[src/source/sched_pkg.sv]
// shared definitions for the packet scheduler
//   word layout of one buffer word (sop, eop, payload)
//   packet stamp type
//   stamp position and minimum packet length
package sched_pkg;

    // --------------------------------------------------
    // word layout
    // --------------------------------------------------

    // full buffer word width
    localparam int WORD_WIDTH = 18;

    // flag positions
    localparam int SOP_BIT = 17;
    localparam int EOP_BIT = 16;

    // payload occupies the low bits
    localparam int PAYLOAD_WIDTH = 16;

    // one word as it moves from channel to output port
    typedef logic [WORD_WIDTH-1:0] word_t;

    // --------------------------------------------------
    // packet stamp
    // --------------------------------------------------

    // running packet stamp, same width as the payload
    typedef logic [PAYLOAD_WIDTH-1:0] stamp_t;

    // zero-based word index that carries the stamp
    localparam int STAMP_WORD_INDEX = 2;

    // shortest legal packet, so the stamp word always exists
    localparam int MIN_PKT_WORDS = 3;

endpackage

[src/source/pkt_stamper.sv]
// packet stamper write stage
//   word index counter from sop
//   running stamp counter, first packet gets 1
//   registered write port toward the buffer
`timescale 1ns/1ps

module pkt_stamper
    import sched_pkg::*;
(
    input  logic  clk_sys,
    input  logic  rst_sys,
    input  logic  in_valid,
    input  word_t in_word,
    output logic  wr_en,
    output word_t wr_word
);

    // counter saturates just past the stamp word
    localparam int CNT_WIDTH = $clog2(STAMP_WORD_INDEX + 2);
    localparam int CNT_MAX   = STAMP_WORD_INDEX + 1;

    logic [CNT_WIDTH-1:0] word_cnt;
    logic [CNT_WIDTH-1:0] cur_idx;
    logic                 stamp_hit;
    stamp_t               stamp_cnt;
    word_t                stamped_word;

    // index of the current word, sop restarts at zero
    assign cur_idx   = in_word[SOP_BIT] ? '0 : word_cnt;
    assign stamp_hit = (cur_idx == CNT_WIDTH'(STAMP_WORD_INDEX));

    always_ff @(posedge clk_sys or negedge rst_sys) begin
        if (!rst_sys) begin
            word_cnt <= '0;
        end else if (in_valid) begin
            if (cur_idx != CNT_WIDTH'(CNT_MAX)) begin
                word_cnt <= cur_idx + 1'b1;
            end else begin
                word_cnt <= cur_idx;
            end
        end
    end

    // bumped on sop, so the stamp word of packet k sees k
    always_ff @(posedge clk_sys or negedge rst_sys) begin
        if (!rst_sys) begin
            stamp_cnt <= '0;
        end else if (in_valid && in_word[SOP_BIT]) begin
            stamp_cnt <= stamp_cnt + 1'b1;
        end
    end

    // payload replaced, flags kept
    // a minimal packet has its eop on the stamp word
    always_comb begin
        stamped_word                      = in_word;
        stamped_word[PAYLOAD_WIDTH-1:0] = stamp_cnt;
    end

    // --------------------------------------------------
    // write register
    // --------------------------------------------------
    always_ff @(posedge clk_sys or negedge rst_sys) begin
        if (!rst_sys) begin
            wr_en <= 1'b0;
        end else begin
            wr_en <= in_valid;
        end
    end

    always_ff @(posedge clk_sys) begin
        wr_word <= stamp_hit ? stamped_word : in_word;
    end

endmodule

[config.mk]
export PLATFORM = sky130hd
export DESIGN_NAME = pkt_stamper
export DESIGN_NICKNAME = d
export VERILOG_FILES = /design/src/source/sched_pkg.sv /design/src/source/pkt_stamper.sv
export SDC_FILE = /design/constraint.sdc
export NUM_CORES = 1
export LEC_CHECK = 0
export ABC_AREA = 1
export BUFFER_PORTS_ARGS = -buffer_cell sky130_fd_sc_hd__buf_4
export CORE_ASPECT_RATIO = 0.7
export CORE_UTILIZATION = 53
export CTS_BUF_LIST = sky130_fd_sc_hd__clkbuf_2
export DETAILED_ROUTE_END_ITERATION = 8
export HOLD_SLACK_MARGIN = 0.05
export PLACE_DENSITY_LB_ADDON = 0.3
export SKIP_CTS_REPAIR_TIMING = 1
export SLEW_MARGIN = 15
export SYNTH_ARGS = -nofsm -noshare
export SYNTH_HDL_FRONTEND = slang
export SYNTH_SLANG_ARGS = --single-unit
[constraint.sdc]
create_clock -name clk_sys -period 1.5 [get_ports clk_sys]
set_clock_uncertainty 0.05 [all_clocks]
set_input_delay 0.225 -clock clk_sys [delete_from_list [all_inputs] [get_ports clk_sys]]
set_output_delay 0.225 -clock clk_sys [all_outputs]
set_load 0.05 [all_outputs]
Yosys cells after proc, flatten, opt, wreduce, memory -nomap -nowiden
Index checks and enable logic that the tools add are counted.

Reduce and logical (&&, ||, !) cells: 1. Mux-type cells: 3. Eq/ne operators: 2. Add/sub/neg operators: 2.

Operators by type and width (number): $add 16x1->16 const B (1); $mux 16 (1); $mux 2 (2); $add 2x1->2 const B (1); $eq 2x2->1 const B (1); $ne 2x2->1 const B (1); $logic_and 1x1->1 (1).

Input bits: 21. Output and inout bits: 19. Register bits after elaboration: 37.

Longest topological paths before layout
Depth after elaboration: 3. Depth in mapped cells: 7. Depth with buffers taken out: 7.

Worst setup path before layout
OpenSTA, ideal clock, no wires.

Path type: register -> register. From: reg stamp_cnt[1]. To: reg stamp_cnt[10]. Clock period less this slack: 1.214 ns. Data required time: 1.329 ns. Buffers on the path: 0. Cell stages (with the launch flop): 6. Data arrival time: 1.042 ns. Path slack: 0.286 ns. Setup time: 0.121 ns. Cell sequence: dfrtp_1 > ha_1 > nand3_2 > nor3_4 > nand2_1 > xor2_1.

Word-level cells in the longest chain between the ends: 1.

RTL lines: from (decl) (line pkt_stamper.sv:25) `stamp_t stamp_cnt;`; from (signal assigned) (line pkt_stamper.sv:49) `stamp_cnt <= stamp_cnt + 1'b1;`; $add 16x1->16 (line pkt_stamper.sv:49).

No other way between the ends. A chain may end at the register's enable or synchronous reset.

Worst setup path after layout
From: reg stamp_cnt[0]. To: reg stamp_cnt[6].

Same word-level chain as after synthesis.

==> metrics list <==
- Final HPWL DP: ~2.1 mm
- The path class of the tightest hold or removal check is primary input to flip-flop.
- Signed area change from the synthesized netlist to the final layout: 42.8%
- Global routing usage summed across all routing layers: 0.227
* Chip width: 64.7 µm
* Global-route wire length before repair: 4.73 mm
- Biggest fanout along the worst timing path: 6
- The worst setup path is of the flip-flop to flip-flop kind.
- In the final layout, the multi-input gates occupy ~540 µm².
- Total power divided by cell area: approximately 1200 nW/µm²
- Final layout net count: between 200 and 250
- F_max: approximately 0.7 GHz
* Flop pwr share: 0.506
- Summing every instance area after synthesis gives 1460 µm².
- Most used cells in the layout excluding fill and tap cells: 43 x sky130_fd_sc_hd__buf_4, 33 x sky130_fd_sc_hd__nand2_1, 20 x sky130_fd_sc_hd__dlygate4sd3_1
- Filler cells: about 150
- TritonCTS clock tree: yes
* Antenna viol nets, final: 0
* Sort of element at the end of the critical path: flip-flop
- In this run the vertical extent of the chip is 45.9 µm.
- Most common library cell in the layout ignoring fill and taps: sky130_fd_sc_hd__buf_4
* Reported leakage power: around 0.0011 µW
- Distinct cell type count after synthesis: 20
- In this run, synthesis produced a sequential element count of 37.
- Final min period: between 1000 and 1500 ps
- Worst hold path startpoint: in_word[17]
- The worst register-to-register path begins at stamp_cnt[0]$_DFFE_PN0P_.
- Average wire per cell in the routed design: 12.9 µm
* Total number of yosys warnings: 0
* CP top delay family: flip-flops
* Clock-pin slew on the worst setup and hold paths: 200 ps
- Across the VDD grid, the largest voltage drop is 844 µV.
* Number of input and output port buffers inserted: 39
* Status: complete, no violations
* Critical path cell sequence: ha_1 -> nand3_2 -> nor3_4 -> buf_4 -> xor2_1
* Layout cells sized above 1: 0.305
- At the pin with the least slew margin, the transition time is a little under 400 ps.
* Post-route design area: 2080 µm²
- Of the total power, the share spent switching nets is 0.328.
- In this run the cell area measured after placement is ~1800 µm².
- Critical path data arrival time: approximately 1800 ps
* Hold Vio Cnt, Final: 0
- The worst pin sits at a relative slew slack of 0.742.
* Number of antenna violations at the first check in global routing: 0
* Residual DRC: 0
- The share of total power dissipated in the clock network is 0.251.
- Pin placement for this block handled 40 I/O pins.
* Std cell rows: 15
* Total area of sequential cells: roughly 840 µm²
- The share of total power dissipated in combinational logic is 0.243.
* Clk sink count: 37
* Worst hold path endpoint: word_cnt[0]$_DFFE_PN0P_
* Synth area leader: sky130_fd_sc_hd__dfrtp_1
- The worst register-to-register path has a setup slack of between 40 and 50 ps.
* Vias in the first global route: 1,059
* Worst R2R End: stamp_cnt[6]$_DFFE_PN0P_
- The detailed router finished its first iteration with 52 violations.
- The internal power of the cells totals between 1500 and 2000 µW.
- The share of synthesized area in the top cell type comes to 0.326.
* Post-synthesis instance total: roughly 150
- Final core utilization: 0.822
* Total routed wirelength: between 3 and 4 mm
- Final setup violation count: 0
* Clk Latency, worst-skew pair: slightly above 400 ps
- Core Footprint: between 2000 and 3000 µm²
- Overall power after layout: 2470 µW
* Overall via count from detail_route: around 1,200
- The die covers 2970 µm².
* Number of nets in the synthesized netlist: about 170
- Total congestion overflow: 0
- The count of pins over their slew limit is 0.
- Entering global routing, the biggest net connects 20 pins.
- In this run, CTS created clock tree buffers numbering 5.
- Launching instance or port of the critical path: stamp_cnt[0]$_DFFE_PN0P_
- The repair_antennas step left the layout with diodes totalling 0.
- Worst Hold Depth: 3
- Avg Inst Size Synth: 9.65 µm²
- For this configuration, the core starts out at a cell density of 0.575.
- Max-cap violations: 0
* Total net switching power: between 800 and 900 µW
* Register-to-Register Path Depth: 5
* Stage delay of the slowest cell on the critical path: about 420 ps
- Router iterations before antenna repair: 4
* Average vias per placed instance: roughly 4.9
* Cell with the largest stage delay on the worst path: sky130_fd_sc_hd__dfrtp_1
* Buffer and inverter count on the worst path: 1
* Main area contributors after synthesis: sky130_fd_sc_hd__dfrtp_1 33%, sky130_fd_sc_hd__dfxtp_1 25%, sky130_fd_sc_hd__nand2_1 8.8%
- Routability-driven placement finished with a final weighted congestion of ~0.86.
- CP startpoint kind: flip-flop
* Buffer depth of the longest clock path: 2
* Fraction of the yosys area taken by sequential cells: 0.573
- In the finished design, the share of the clock period the worst path needs comes to 0.969.
- Cell chosen for the clock root: sky130_fd_sc_hd__clkbuf_2
* Number of H-tree levels: 2
- Worst endpoint required time: 1790 ps
## cell usage after synthesis
cell	n
sky130_fd_sc_hd__dfxtp_1	18
sky130_fd_sc_hd__mux2_2	7
sky130_fd_sc_hd__nor3_4	2
sky130_fd_sc_hd__a21oi_1	1
sky130_fd_sc_hd__nor2_1	10
sky130_fd_sc_hd__o21ai_1	1
sky130_fd_sc_hd__dfrtp_1	19
sky130_fd_sc_hd__ha_1	1
sky130_fd_sc_hd__nand3_2	1
sky130_fd_sc_hd__nand4_1	7
sky130_fd_sc_hd__o21ai_0	11
sky130_fd_sc_hd__nand2_2	4
sky130_fd_sc_hd__xnor2_1	1
sky130_fd_sc_hd__nand2_1	34
sky130_fd_sc_hd__inv_1	19
sky130_fd_sc_hd__nand3_1	3
sky130_fd_sc_hd__clkbuf_1	1
sky130_fd_sc_hd__buf_2	1
sky130_fd_sc_hd__nor2_2	1
sky130_fd_sc_hd__xor2_1	9
## worst max-delay path by stage
stage	cells after the start	slack [ps]	to
floorplan	5	290	stamp_cnt[10]$_DFFE_PN0P_
global placement	5	240	stamp_cnt[8]$_DFFE_PN0P_
detailed placement	5	130	stamp_cnt[10]$_DFFE_PN0P_
CTS	5	120	stamp_cnt[10]$_DFFE_PN0P_
global route	5	-40	stamp_cnt[6]$_DFFE_PN0P_
finish	5	50	stamp_cnt[6]$_DFFE_PN0P_
## per-stage QoR
| step | hold WS (ps) | setup TNS [ps] | setup slack [ps] | cells |
|---|---|---|---|---|
| floorplan | -121 | 0 | 286 | 151 |
| global route | 117 | -96.8 | -43.6 | 254 |
| CTS | -399 | 0 | 124 | 231 |
| finish | 112 | 0 | 45.8 | 254 |
| detailed placement | 62.2 | 0 | 135 | 223 |
| global placement | 58.6 | 0 | 236 | 223 |
## registers in the layout (all words and copies together) (netlist names)
name and flops:
wr_word 18, word_cnt 2, wr_en 1, stamp_cnt 16
## power by group through the flow
| stage | registers [µW] | clock network [µW] | logic, µW |
|---|---|---|---|
| 6_report | 1250 | 619 | 600 |
| 5_1_grt | 1260 | 663 | 641 |
| 4_1_cts | 1240 | 626 | 531 |
| 3_5_place_dp | 1260 | 0 | 526 |
| 3_3_place_gp | 1250 | 0 | 511 |
| 2_1_floorplan | 1390 | 0 | 214 |
## layer usage
layer  vias to the layer above  GRT usage  share of wire
li1                        617          -              -
met1                       573      0.271           0.46
met2                        47      0.383           0.46
met3                         9     0.0750          0.059
met4                         0      0.102          0.020
met5                         -          0              0
## worst reg2reg max path, stage by stage (launching register included)
cell,delay (ps)
sky130_fd_sc_hd__dfrtp_1,420
sky130_fd_sc_hd__ha_1,180
sky130_fd_sc_hd__nand3_2,120
sky130_fd_sc_hd__nor3_4,290
sky130_fd_sc_hd__buf_4,180
sky130_fd_sc_hd__xor2_1,180
## cell type report
class / count / area share
multi-input combinational: 93 / 0.261
sequential: 37 / 0.401
clock inverter: 2 / 0.0168
tap: 34 / 0.0204
timing repair buffer: 63 / 0.251
clock buffer: 6 / 0.0144
inverter: 19 / 0.0343
## cells by family after synthesis
family / Yosys count / synth area share
adder cells (fa/ha/maj): 1 / 0.00858
multiplexers: 7 / 0.0541
flip-flops: 37 / 0.573
buffers and inverters: 21 / 0.0549
AND/OR/NAND/NOR: 62 / 0.204
XOR/XNOR: 10 / 0.0601
AO/OA/AOI/OAI: 13 / 0.0446
No activity file was read; power rests on OpenSTA's default activity.
