### config.mk
export PLATFORM = sky130hd
export DESIGN_NAME = chn_scheduler
export DESIGN_NICKNAME = d
export VERILOG_FILES = /design/src/source/sched_pkg.sv /design/src/source/chn_scheduler.sv
export SDC_FILE = /design/constraint.sdc
export NUM_CORES = 1
export LEC_CHECK = 0
export ABC_AREA = 1
export BUFFER_PORTS_ARGS = -buffer_cell sky130_fd_sc_hd__buf_2
export CELL_PAD_IN_SITES_DETAIL_PLACEMENT = 1
export CELL_PAD_IN_SITES_GLOBAL_PLACEMENT = 2
export CORE_AREA = 3 3 97 99
export DETAILED_ROUTE_END_ITERATION = 10
export DIE_AREA = 0 0 100 102
export PLACE_DENSITY = 0.86
export SLEW_MARGIN = 5
export SYNTH_ARGS = -nofsm -noshare
export SYNTH_HDL_FRONTEND = slang
export SYNTH_SLANG_ARGS = --single-unit
### constraint.sdc
create_clock -name clk_sys -period 4.35 [get_ports clk_sys]
set_input_delay 0.435 -clock clk_sys [delete_from_list [all_inputs] [get_ports clk_sys]]
set_output_delay 0.435 -clock clk_sys [all_outputs]
set_load 0.02 [all_outputs]
### src/source/sched_pkg.sv
// shared definitions for the packet scheduler
//   word layout of one buffer word (sop, eop, payload)
//   packet stamp type
//   stamp position and minimum packet length
package sched_pkg;

    // --------------------------------------------------
    // word layout
    // --------------------------------------------------

    // full buffer word width
    localparam int WORD_WIDTH = 18;

    // flag positions
    localparam int SOP_BIT = 17;
    localparam int EOP_BIT = 16;

    // payload occupies the low bits
    localparam int PAYLOAD_WIDTH = 16;

    // one word as it moves from channel to output port
    typedef logic [WORD_WIDTH-1:0] word_t;

    // --------------------------------------------------
    // packet stamp
    // --------------------------------------------------

    // running packet stamp, same width as the payload
    typedef logic [PAYLOAD_WIDTH-1:0] stamp_t;

    // zero-based word index that carries the stamp
    localparam int STAMP_WORD_INDEX = 2;

    // shortest legal packet, so the stamp word always exists
    localparam int MIN_PKT_WORDS = 3;

endpackage

### src/source/chn_scheduler.sv
// round-robin channel scheduler
//   grant register and last-served index
//   FSM: pick, read, await data, settle, drain
//   one channel read outstanding at a time
//   registered word output to the stamper
`timescale 1ns/1ps

module chn_scheduler
    import sched_pkg::*;
#(
    parameter int CHN_NUM = 5
) (
    input  logic               clk_sys,
    input  logic               rst_sys,
    input  logic [CHN_NUM-1:0] chn_empty,
    input  logic [CHN_NUM-1:0] chn_dval,
    input  word_t              chn_data,
    output logic [CHN_NUM-1:0] chn_rden,
    input  logic               buf_busy,
    output logic               in_valid,
    output word_t              in_word
);

    localparam int IDX_WIDTH = (CHN_NUM > 1) ? $clog2(CHN_NUM) : 1;

    typedef enum logic [2:0] {
        ST_PICK,
        ST_READ,
        ST_AWAIT,
        ST_SETTLE,
        ST_DRAIN
    } state_t;

    state_t               state;
    logic [IDX_WIDTH-1:0] grant_idx;
    logic [IDX_WIDTH-1:0] last_idx;
    logic [IDX_WIDTH-1:0] next_idx;
    logic                 next_found;
    logic                 grant_dval;
    logic                 grant_eop;

    // --------------------------------------------------
    // round-robin search
    // --------------------------------------------------

    // first non-empty channel after the last served one,
    // the last served channel itself is tried last
    always_comb begin
        int cand;
        next_found = 1'b0;
        next_idx   = last_idx;
        for (int k = 1; k <= CHN_NUM; k++) begin
            cand = (int'(last_idx) + k) % CHN_NUM;
            if (!next_found && !chn_empty[cand]) begin
                next_found = 1'b1;
                next_idx   = IDX_WIDTH'(cand);
            end
        end
    end

    // --------------------------------------------------
    // channel read strobe and returned word
    // --------------------------------------------------

    // single pop, only in the read state
    always_comb begin
        chn_rden = '0;
        if (state == ST_READ) begin
            chn_rden[grant_idx] = 1'b1;
        end
    end

    // word of the granted channel came back
    assign grant_dval = chn_dval[grant_idx];
    assign grant_eop  = grant_dval & chn_data[EOP_BIT];

    // --------------------------------------------------
    // FSM
    // --------------------------------------------------
    always_ff @(posedge clk_sys or negedge rst_sys) begin
        if (!rst_sys) begin
            state     <= ST_PICK;
            grant_idx <= '0;
            // channel 0 is searched first after reset
            last_idx  <= IDX_WIDTH'(CHN_NUM - 1);
        end else begin
            case (state)
                ST_PICK: begin
                    // buffer must be fully drained by both ports
                    if (!buf_busy && next_found) begin
                        grant_idx <= next_idx;
                        state     <= ST_READ;
                    end
                end
                ST_READ: begin
                    state <= ST_AWAIT;
                end
                ST_AWAIT: begin
                    if (grant_eop) begin
                        last_idx <= grant_idx;
                        state    <= ST_SETTLE;
                    end else if (grant_dval) begin
                        state <= ST_READ;
                    end
                end
                ST_SETTLE: begin
                    // eop still on its way into the buffer
                    state <= ST_DRAIN;
                end
                ST_DRAIN: begin
                    if (!buf_busy) begin
                        state <= ST_PICK;
                    end
                end
                default: begin
                    state <= ST_PICK;
                end
            endcase
        end
    end

    // --------------------------------------------------
    // output register toward the stamper
    // --------------------------------------------------
    always_ff @(posedge clk_sys or negedge rst_sys) begin
        if (!rst_sys) begin
            in_valid <= 1'b0;
        end else begin
            in_valid <= |chn_dval;
        end
    end

    // shared data bus, qualified by in_valid
    always_ff @(posedge clk_sys) begin
        in_word <= chn_data;
    end

endmodule

Word level (Yosys, flattened, before mapping). Cells that the tools add are included.

Add/subtract/negate cells: 5. $mul: 0. Div/mod/pow operators: 5. Magnitude comparators: 7. Equal/unequal tests: 7. Shift operators: 0. Mux-type cells: 35. Bitwise logic cells: 1. Reductions and logical operators: 19.

Operator list (number): $lt 32x5->1 const B (5); $mod 32x4->32 const B (5); $mux 3 (9); $bmux 1 s3 (6); $mux 1 (17); $pmux 3 s5 (1); $add 3x2->4 const B (2); $add 3x3->4 const B (2); $logic_not 1->1 (8); $eq 3x2->1 const B (2); $logic_and 1x1->1 (6); $mux 5 (1); $reduce_or 5->1 (1); $add 3x1->4 const B (1); $lt 3x4->1 const B (1); $ne 2x2->1 const B (2); $reduce_and 2->1 (2); $demux 1 s3 (1); $eq 3x1->1 const B (1); $eq 3x3->1 const B (1); $ge 3x1->1 const B (1); $logic_not 3->1 (1); $ne 3x3->1 const B (1); $reduce_and 3->1 (1); $and 1x1->1 (1).

Register bits: 28. Bits in latches: 0. Bits in writable memories: 0. Bits in read-only memories: 0. Input port bits: 31. Output and inout port bits: 24. Logic and storage cells: 84. Memories: 0.

Logic depth before layout (Yosys ltp).
Depth after elaboration: 20. Depth in mapped cells: 26. Gate-level depth less buffers: 26.

Least setup slack after synthesis. No wires, ideal clock.

Kind: register to register. Start point: register last_idx[2]. End point: register grant_idx[2]. Library setup time: 118 ps. Arrival: 3383 ps. Data required time: 4232 ps. Setup slack: 850 ps. Cell stages (with the launch flop): 24. Clock period less this slack: 3500 ps. Path through: dfstp_2 > buf_6 > inv_4 > ha_1 > nor2_1 > nor2_1 > a21oi_2 > xor2_1 > ha_1 > fa_1 > nand3_2 > nand2_1 > o21ai_1 > o211ai_1 > nand3_1 > nand2_1 > inv_2 > nand3_4 > nor2_8 > nand3_2 > nand3_2 > inv_1 > nand3_1 > nand2_1.

Word-level cells in the longest chain between the ends: 19. Elaborated cells on any way between the ends: 48. Classes of those cells: 5 x add/sub; 5 x div; 25 x mux; 13 x reduce/logical.

RTL lines: start: declaration (RTL line chn_scheduler.sv:36) `logic [IDX_WIDTH-1:0] last_idx;`; start signal: assignment (RTL line chn_scheduler.sv:85) `last_idx <= IDX_WIDTH'(CHN_NUM - 1);`; start signal: assignment (RTL line chn_scheduler.sv:100) `last_idx <= grant_idx;`; $add 3x2->4 (RTL line chn_scheduler.sv:53) `cand = (int'(last_idx) + k) % CHN_NUM;`; $mod 32x4->32 (RTL line chn_scheduler.sv:53); $bmux 1 s3 (RTL line chn_scheduler.sv:54) `if (!next_found && !chn_empty[cand]) begin`; $mux 1 (implied by the code) (2 in series) (RTL line chn_scheduler.sv:54); $logic_not 1->1 (RTL line chn_scheduler.sv:54); $logic_and 1x1->1 (RTL line chn_scheduler.sv:54); $mux 1 (RTL line chn_scheduler.sv:54); $logic_not 1->1 (RTL line chn_scheduler.sv:54); [2 not listed]; $logic_not 1->1 (RTL line chn_scheduler.sv:54); $logic_and 1x1->1 (RTL line chn_scheduler.sv:54); $mux 1 (RTL line chn_scheduler.sv:54); $logic_not 1->1 (RTL line chn_scheduler.sv:54); $logic_and 1x1->1 (RTL line chn_scheduler.sv:54); $mux 1 (RTL line chn_scheduler.sv:54); $logic_and 1x1->1 (RTL line chn_scheduler.sv:90) `if (!buf_busy && next_found) begin`; $reduce_and 2->1 (no source line); end signal: assignment (RTL line chn_scheduler.sv:91) `grant_idx <= next_idx;`; end: declaration (RTL line chn_scheduler.sv:35) `logic [IDX_WIDTH-1:0] grant_idx;`.

Parallel ways exist; a longest one is shown, timed or not. The select of a mux whose other input is x is not followed. A chain may end at the register's enable or synchronous reset.

Final worst setup path. Ends and elaborated chain as after synthesis.

==> impl_metrics.csv <==
group,metric,value,unit
route,drt_iter0_drc,62,
critical_path,worst_ep_arrival_time,4.14,ns
sta,tns,0,ns
placement,dpl-instance-area,0.00305,mm2
synthesis,synth_top_cell_area_share,13.5,%
synthesis,postSynthCellCount,372,
clock_network,cts_buffers,3,
layout,drive_gt1_share,29.6,%
clock_network,root_buffer,"clkbuf_8",
route,vias_per_cell,4.82,
sta,finClkSkew,0.0138,ns
global_routing,grt.overflow.total,0,
route,wirelength,7.20,mm
clock_network,cts_tree,"built",
global_routing,grt_pass1_wl,12.4,mm
hold_path,hp-class,"input port to flop",
sta,finalHoldViolCount,0,
placement,hpwl,6.14,mm
critical_path,path_buf_inv,3,
route,ant_nets,0,
floorplan,die_h,102,um
placement,gp_congestion,0.745,
sta,fin_crit_sh,91.0,%
placement,port_buffers,54,
synthesis,synth_area_leaders,"dfxtp_1 14%, nand2_1 13%, ha_1 12%",
layout,fin_util,36.6,%
global_routing,grt_usage,14.8,%
sta,setup_viol,0,
critical_path,cpPeakStageDelay,0.73,ns
critical_path,worstSetupEndpointType,"flop",
clock_network,numClockSinks,28,
synthesis,ys_async_sr_fraction,35.7,%
layout,diodes,0,
layout,finish.instance_area,0.00316,mm2
layout,multi_input_area,0.00179,mm2
layout,n_fill_cell,1121,
synthesis,synth_flop_cell,"dfxtp_1",
route,dr.pass1.iters,4,
flow_run,cap_violations,0,
critical_path,crit_family,"simple AND/OR/NAND/NOR gates",
synthesis,synth-edff-count,0,
floorplan,rows,34,
layout,final_common_cell,"nand2_1",
layout,final_cell_mix,"93 x nand2_1, 54 x buf_2, 44 x inv_1, 35 x nand3_1, 26 x ha_1",
floorplan,ios,55,
sta,worstMarginPinSlew,0.556,ns
critical_path,critPathLaunchType,"flop",
layout,final_nets,491,
sta,rsz0062_at_grt,"false",
synthesis,yosysWarnings,0,
clock_network,cts.clk_slew.worst_paths,0.11,ns
synthesis,ys_seq_area_share,23.0,%
floorplan,dieWidth,100,um
global_routing,grt_start_max_net_pins,18,
critical_path,cp_max_fo,12,
sta,max_freq,253,MHz
floorplan,die-area,0.0102,mm2
synthesis,synth_area_per_cell,7.16,um2
synthesis,ys_seq_elements,28,
global_routing,grt_pass1_vias,2670,
synthesis,ys_types,47,
synthesis,syn_area,0.00266,mm2
floorplan,initial_core_util,30.8,%
route,wl_per_cell,13.3,um
sta,relSlewSlack,63.0,%
layout,area_delta_synth_final,18.7,%
synthesis,syn_nets,430,
sta,fin_crit,3.96,ns
route,drcViolationCount,0,
global_routing,antenna_found_initial,0,
run_status,status,"completed",
sta,drv_slew,0,
floorplan,core_area,0.00864,mm2
critical_path,critPathKind,"flop to flop",
critical_path,slowest_stage,"dfstp_4",
clock_network,cts_max_level,1,
route,num_vias,2605,
critical_path,path_cells,"inv_4 -> ha_1 -> nor2_1 -> nor2_1 -> a21oi_2 -> xor2_1 -> ha_1 -> fa_1 -> nand3_2 -> nand2_1 -> o21ai_1 -> o211ai_1 -> nand3_1 -> nand2_1 -> inv_2 -> nand3_4 -> nor2_8 -> nand3_2 -> nand3_2 -> inv_1 -> nand3_1 -> nand2_1",
clock_network,clock_latency,0.28,ns
synthesis,synth_largest_area_cell,"dfxtp_1",
clock_network,cts.path.max_buffers,2,
layout,ff_latch_area,616,um2
critical_path,required,4.53,ns
-- routing by layer --
metal  vias to the layer above  global-route usage, %  wire length (um)  part of all wire (%)
met2                        66                   25.9              3350                    46
met5                         -                      0                 0                     0
met4                         0                   3.52               114                   1.6
met1                      1206                   19.0              3360                    47
li1                       1323                      -                 -                     -
met3                        10                   2.59               375                   5.2
-- logic make-up (layout without fill, tap and decap cells) --
logic type	after synthesis	count (layout)	synth area share (%)
AND/OR/NAND/NOR	213	213	42.0
flip-flops	28	28	23.0
AO/OA/AOI/OAI	35	35	9.77
XOR/XNOR	4	4	1.60
adder cells (fa/ha/maj)	27	27	13.0
buffers and inverters	64	124	9.87
multiplexers	1	1	0.846
-- area by class of cell --
cell class	instances	area share, %
repair buffers	62	10.5
clock buffers	4	2.10
well taps	108	4.27
multi-input cells	280	56.5
inverters	58	7.08
flip-flops and latches	28	19.5
-- flip-flops by register name, indices dropped and copies added (netlist names) --
signal,count
grant_idx,3
in_word,18
in_valid,1
state,3
last_idx,3
-- worst paths after layout --
check | end | cells past startpoint | slack (ns) | start
max | grant_idx[2]$_DFFE_PN0P_ | 22 | 0.39 | last_idx[2]$_DFFE_PN1P_
min | in_word[8]$_DFF_P_ | 1 | 0.24 | chn_data[8]
max reg2reg | grant_idx[2]$_DFFE_PN0P_ | 22 | 0.39 | last_idx[2]$_DFFE_PN1P_
min reg2reg | state[2]$_DFFE_PN0P_ | 1 | 0.54 | state[0]$_DFFE_PN0P_
max in group asynchronous | last_idx[2]$_DFFE_PN1P_ | 2 | 3.54 | rst_sys
min in group asynchronous | state[2]$_DFFE_PN0P_ | 2 | 0.54 | rst_sys
-- stage by stage --
step / hold slack (ns) / std cells / worst slack (ns)
after floorplan: 0.139 / 372 / 0.850
after global placement: 0.321 / 531 / 0.565
final: 0.243 / 540 / 0.390
after detailed placement: 0.331 / 531 / 0.324
after global routing: 0.225 / 540 / 0.0116
after CTS: 0.0143 / 535 / 0.324
-- timing repair --
action,4_1_cts,5_1_grt
buffers inserted,0,4
hold endpoints to repair,0,8
gates resized for setup,0,2
endpoints found under the setup margin,0,3
hold buffers,0,1
-- Yosys cell counts, types with 2 or more instances --
cell type / count
o31ai_1: 2
o21ai_1: 7
ha_1: 26
nand3_2: 7
inv_2: 9
nor3_1: 6
clkbuf_1: 2
clkinv_1: 3
dfrtp_1: 9
o21ai_2: 3
xor2_1: 3
nand3_4: 4
nand4_1: 11
nor2_1: 24
inv_1: 45
a21oi_1: 3
nand3b_1: 2
buf_6: 2
o21ai_0: 5
a21oi_2: 3
nand2_2: 19
nand3_1: 35
o211ai_1: 4
dfxtp_1: 18
nand2_4: 6
nand2_1: 93
Power is left out: the tool's default activity adds up to more than one toggle a clock period on the data nets, which glitch-free logic cannot reach.
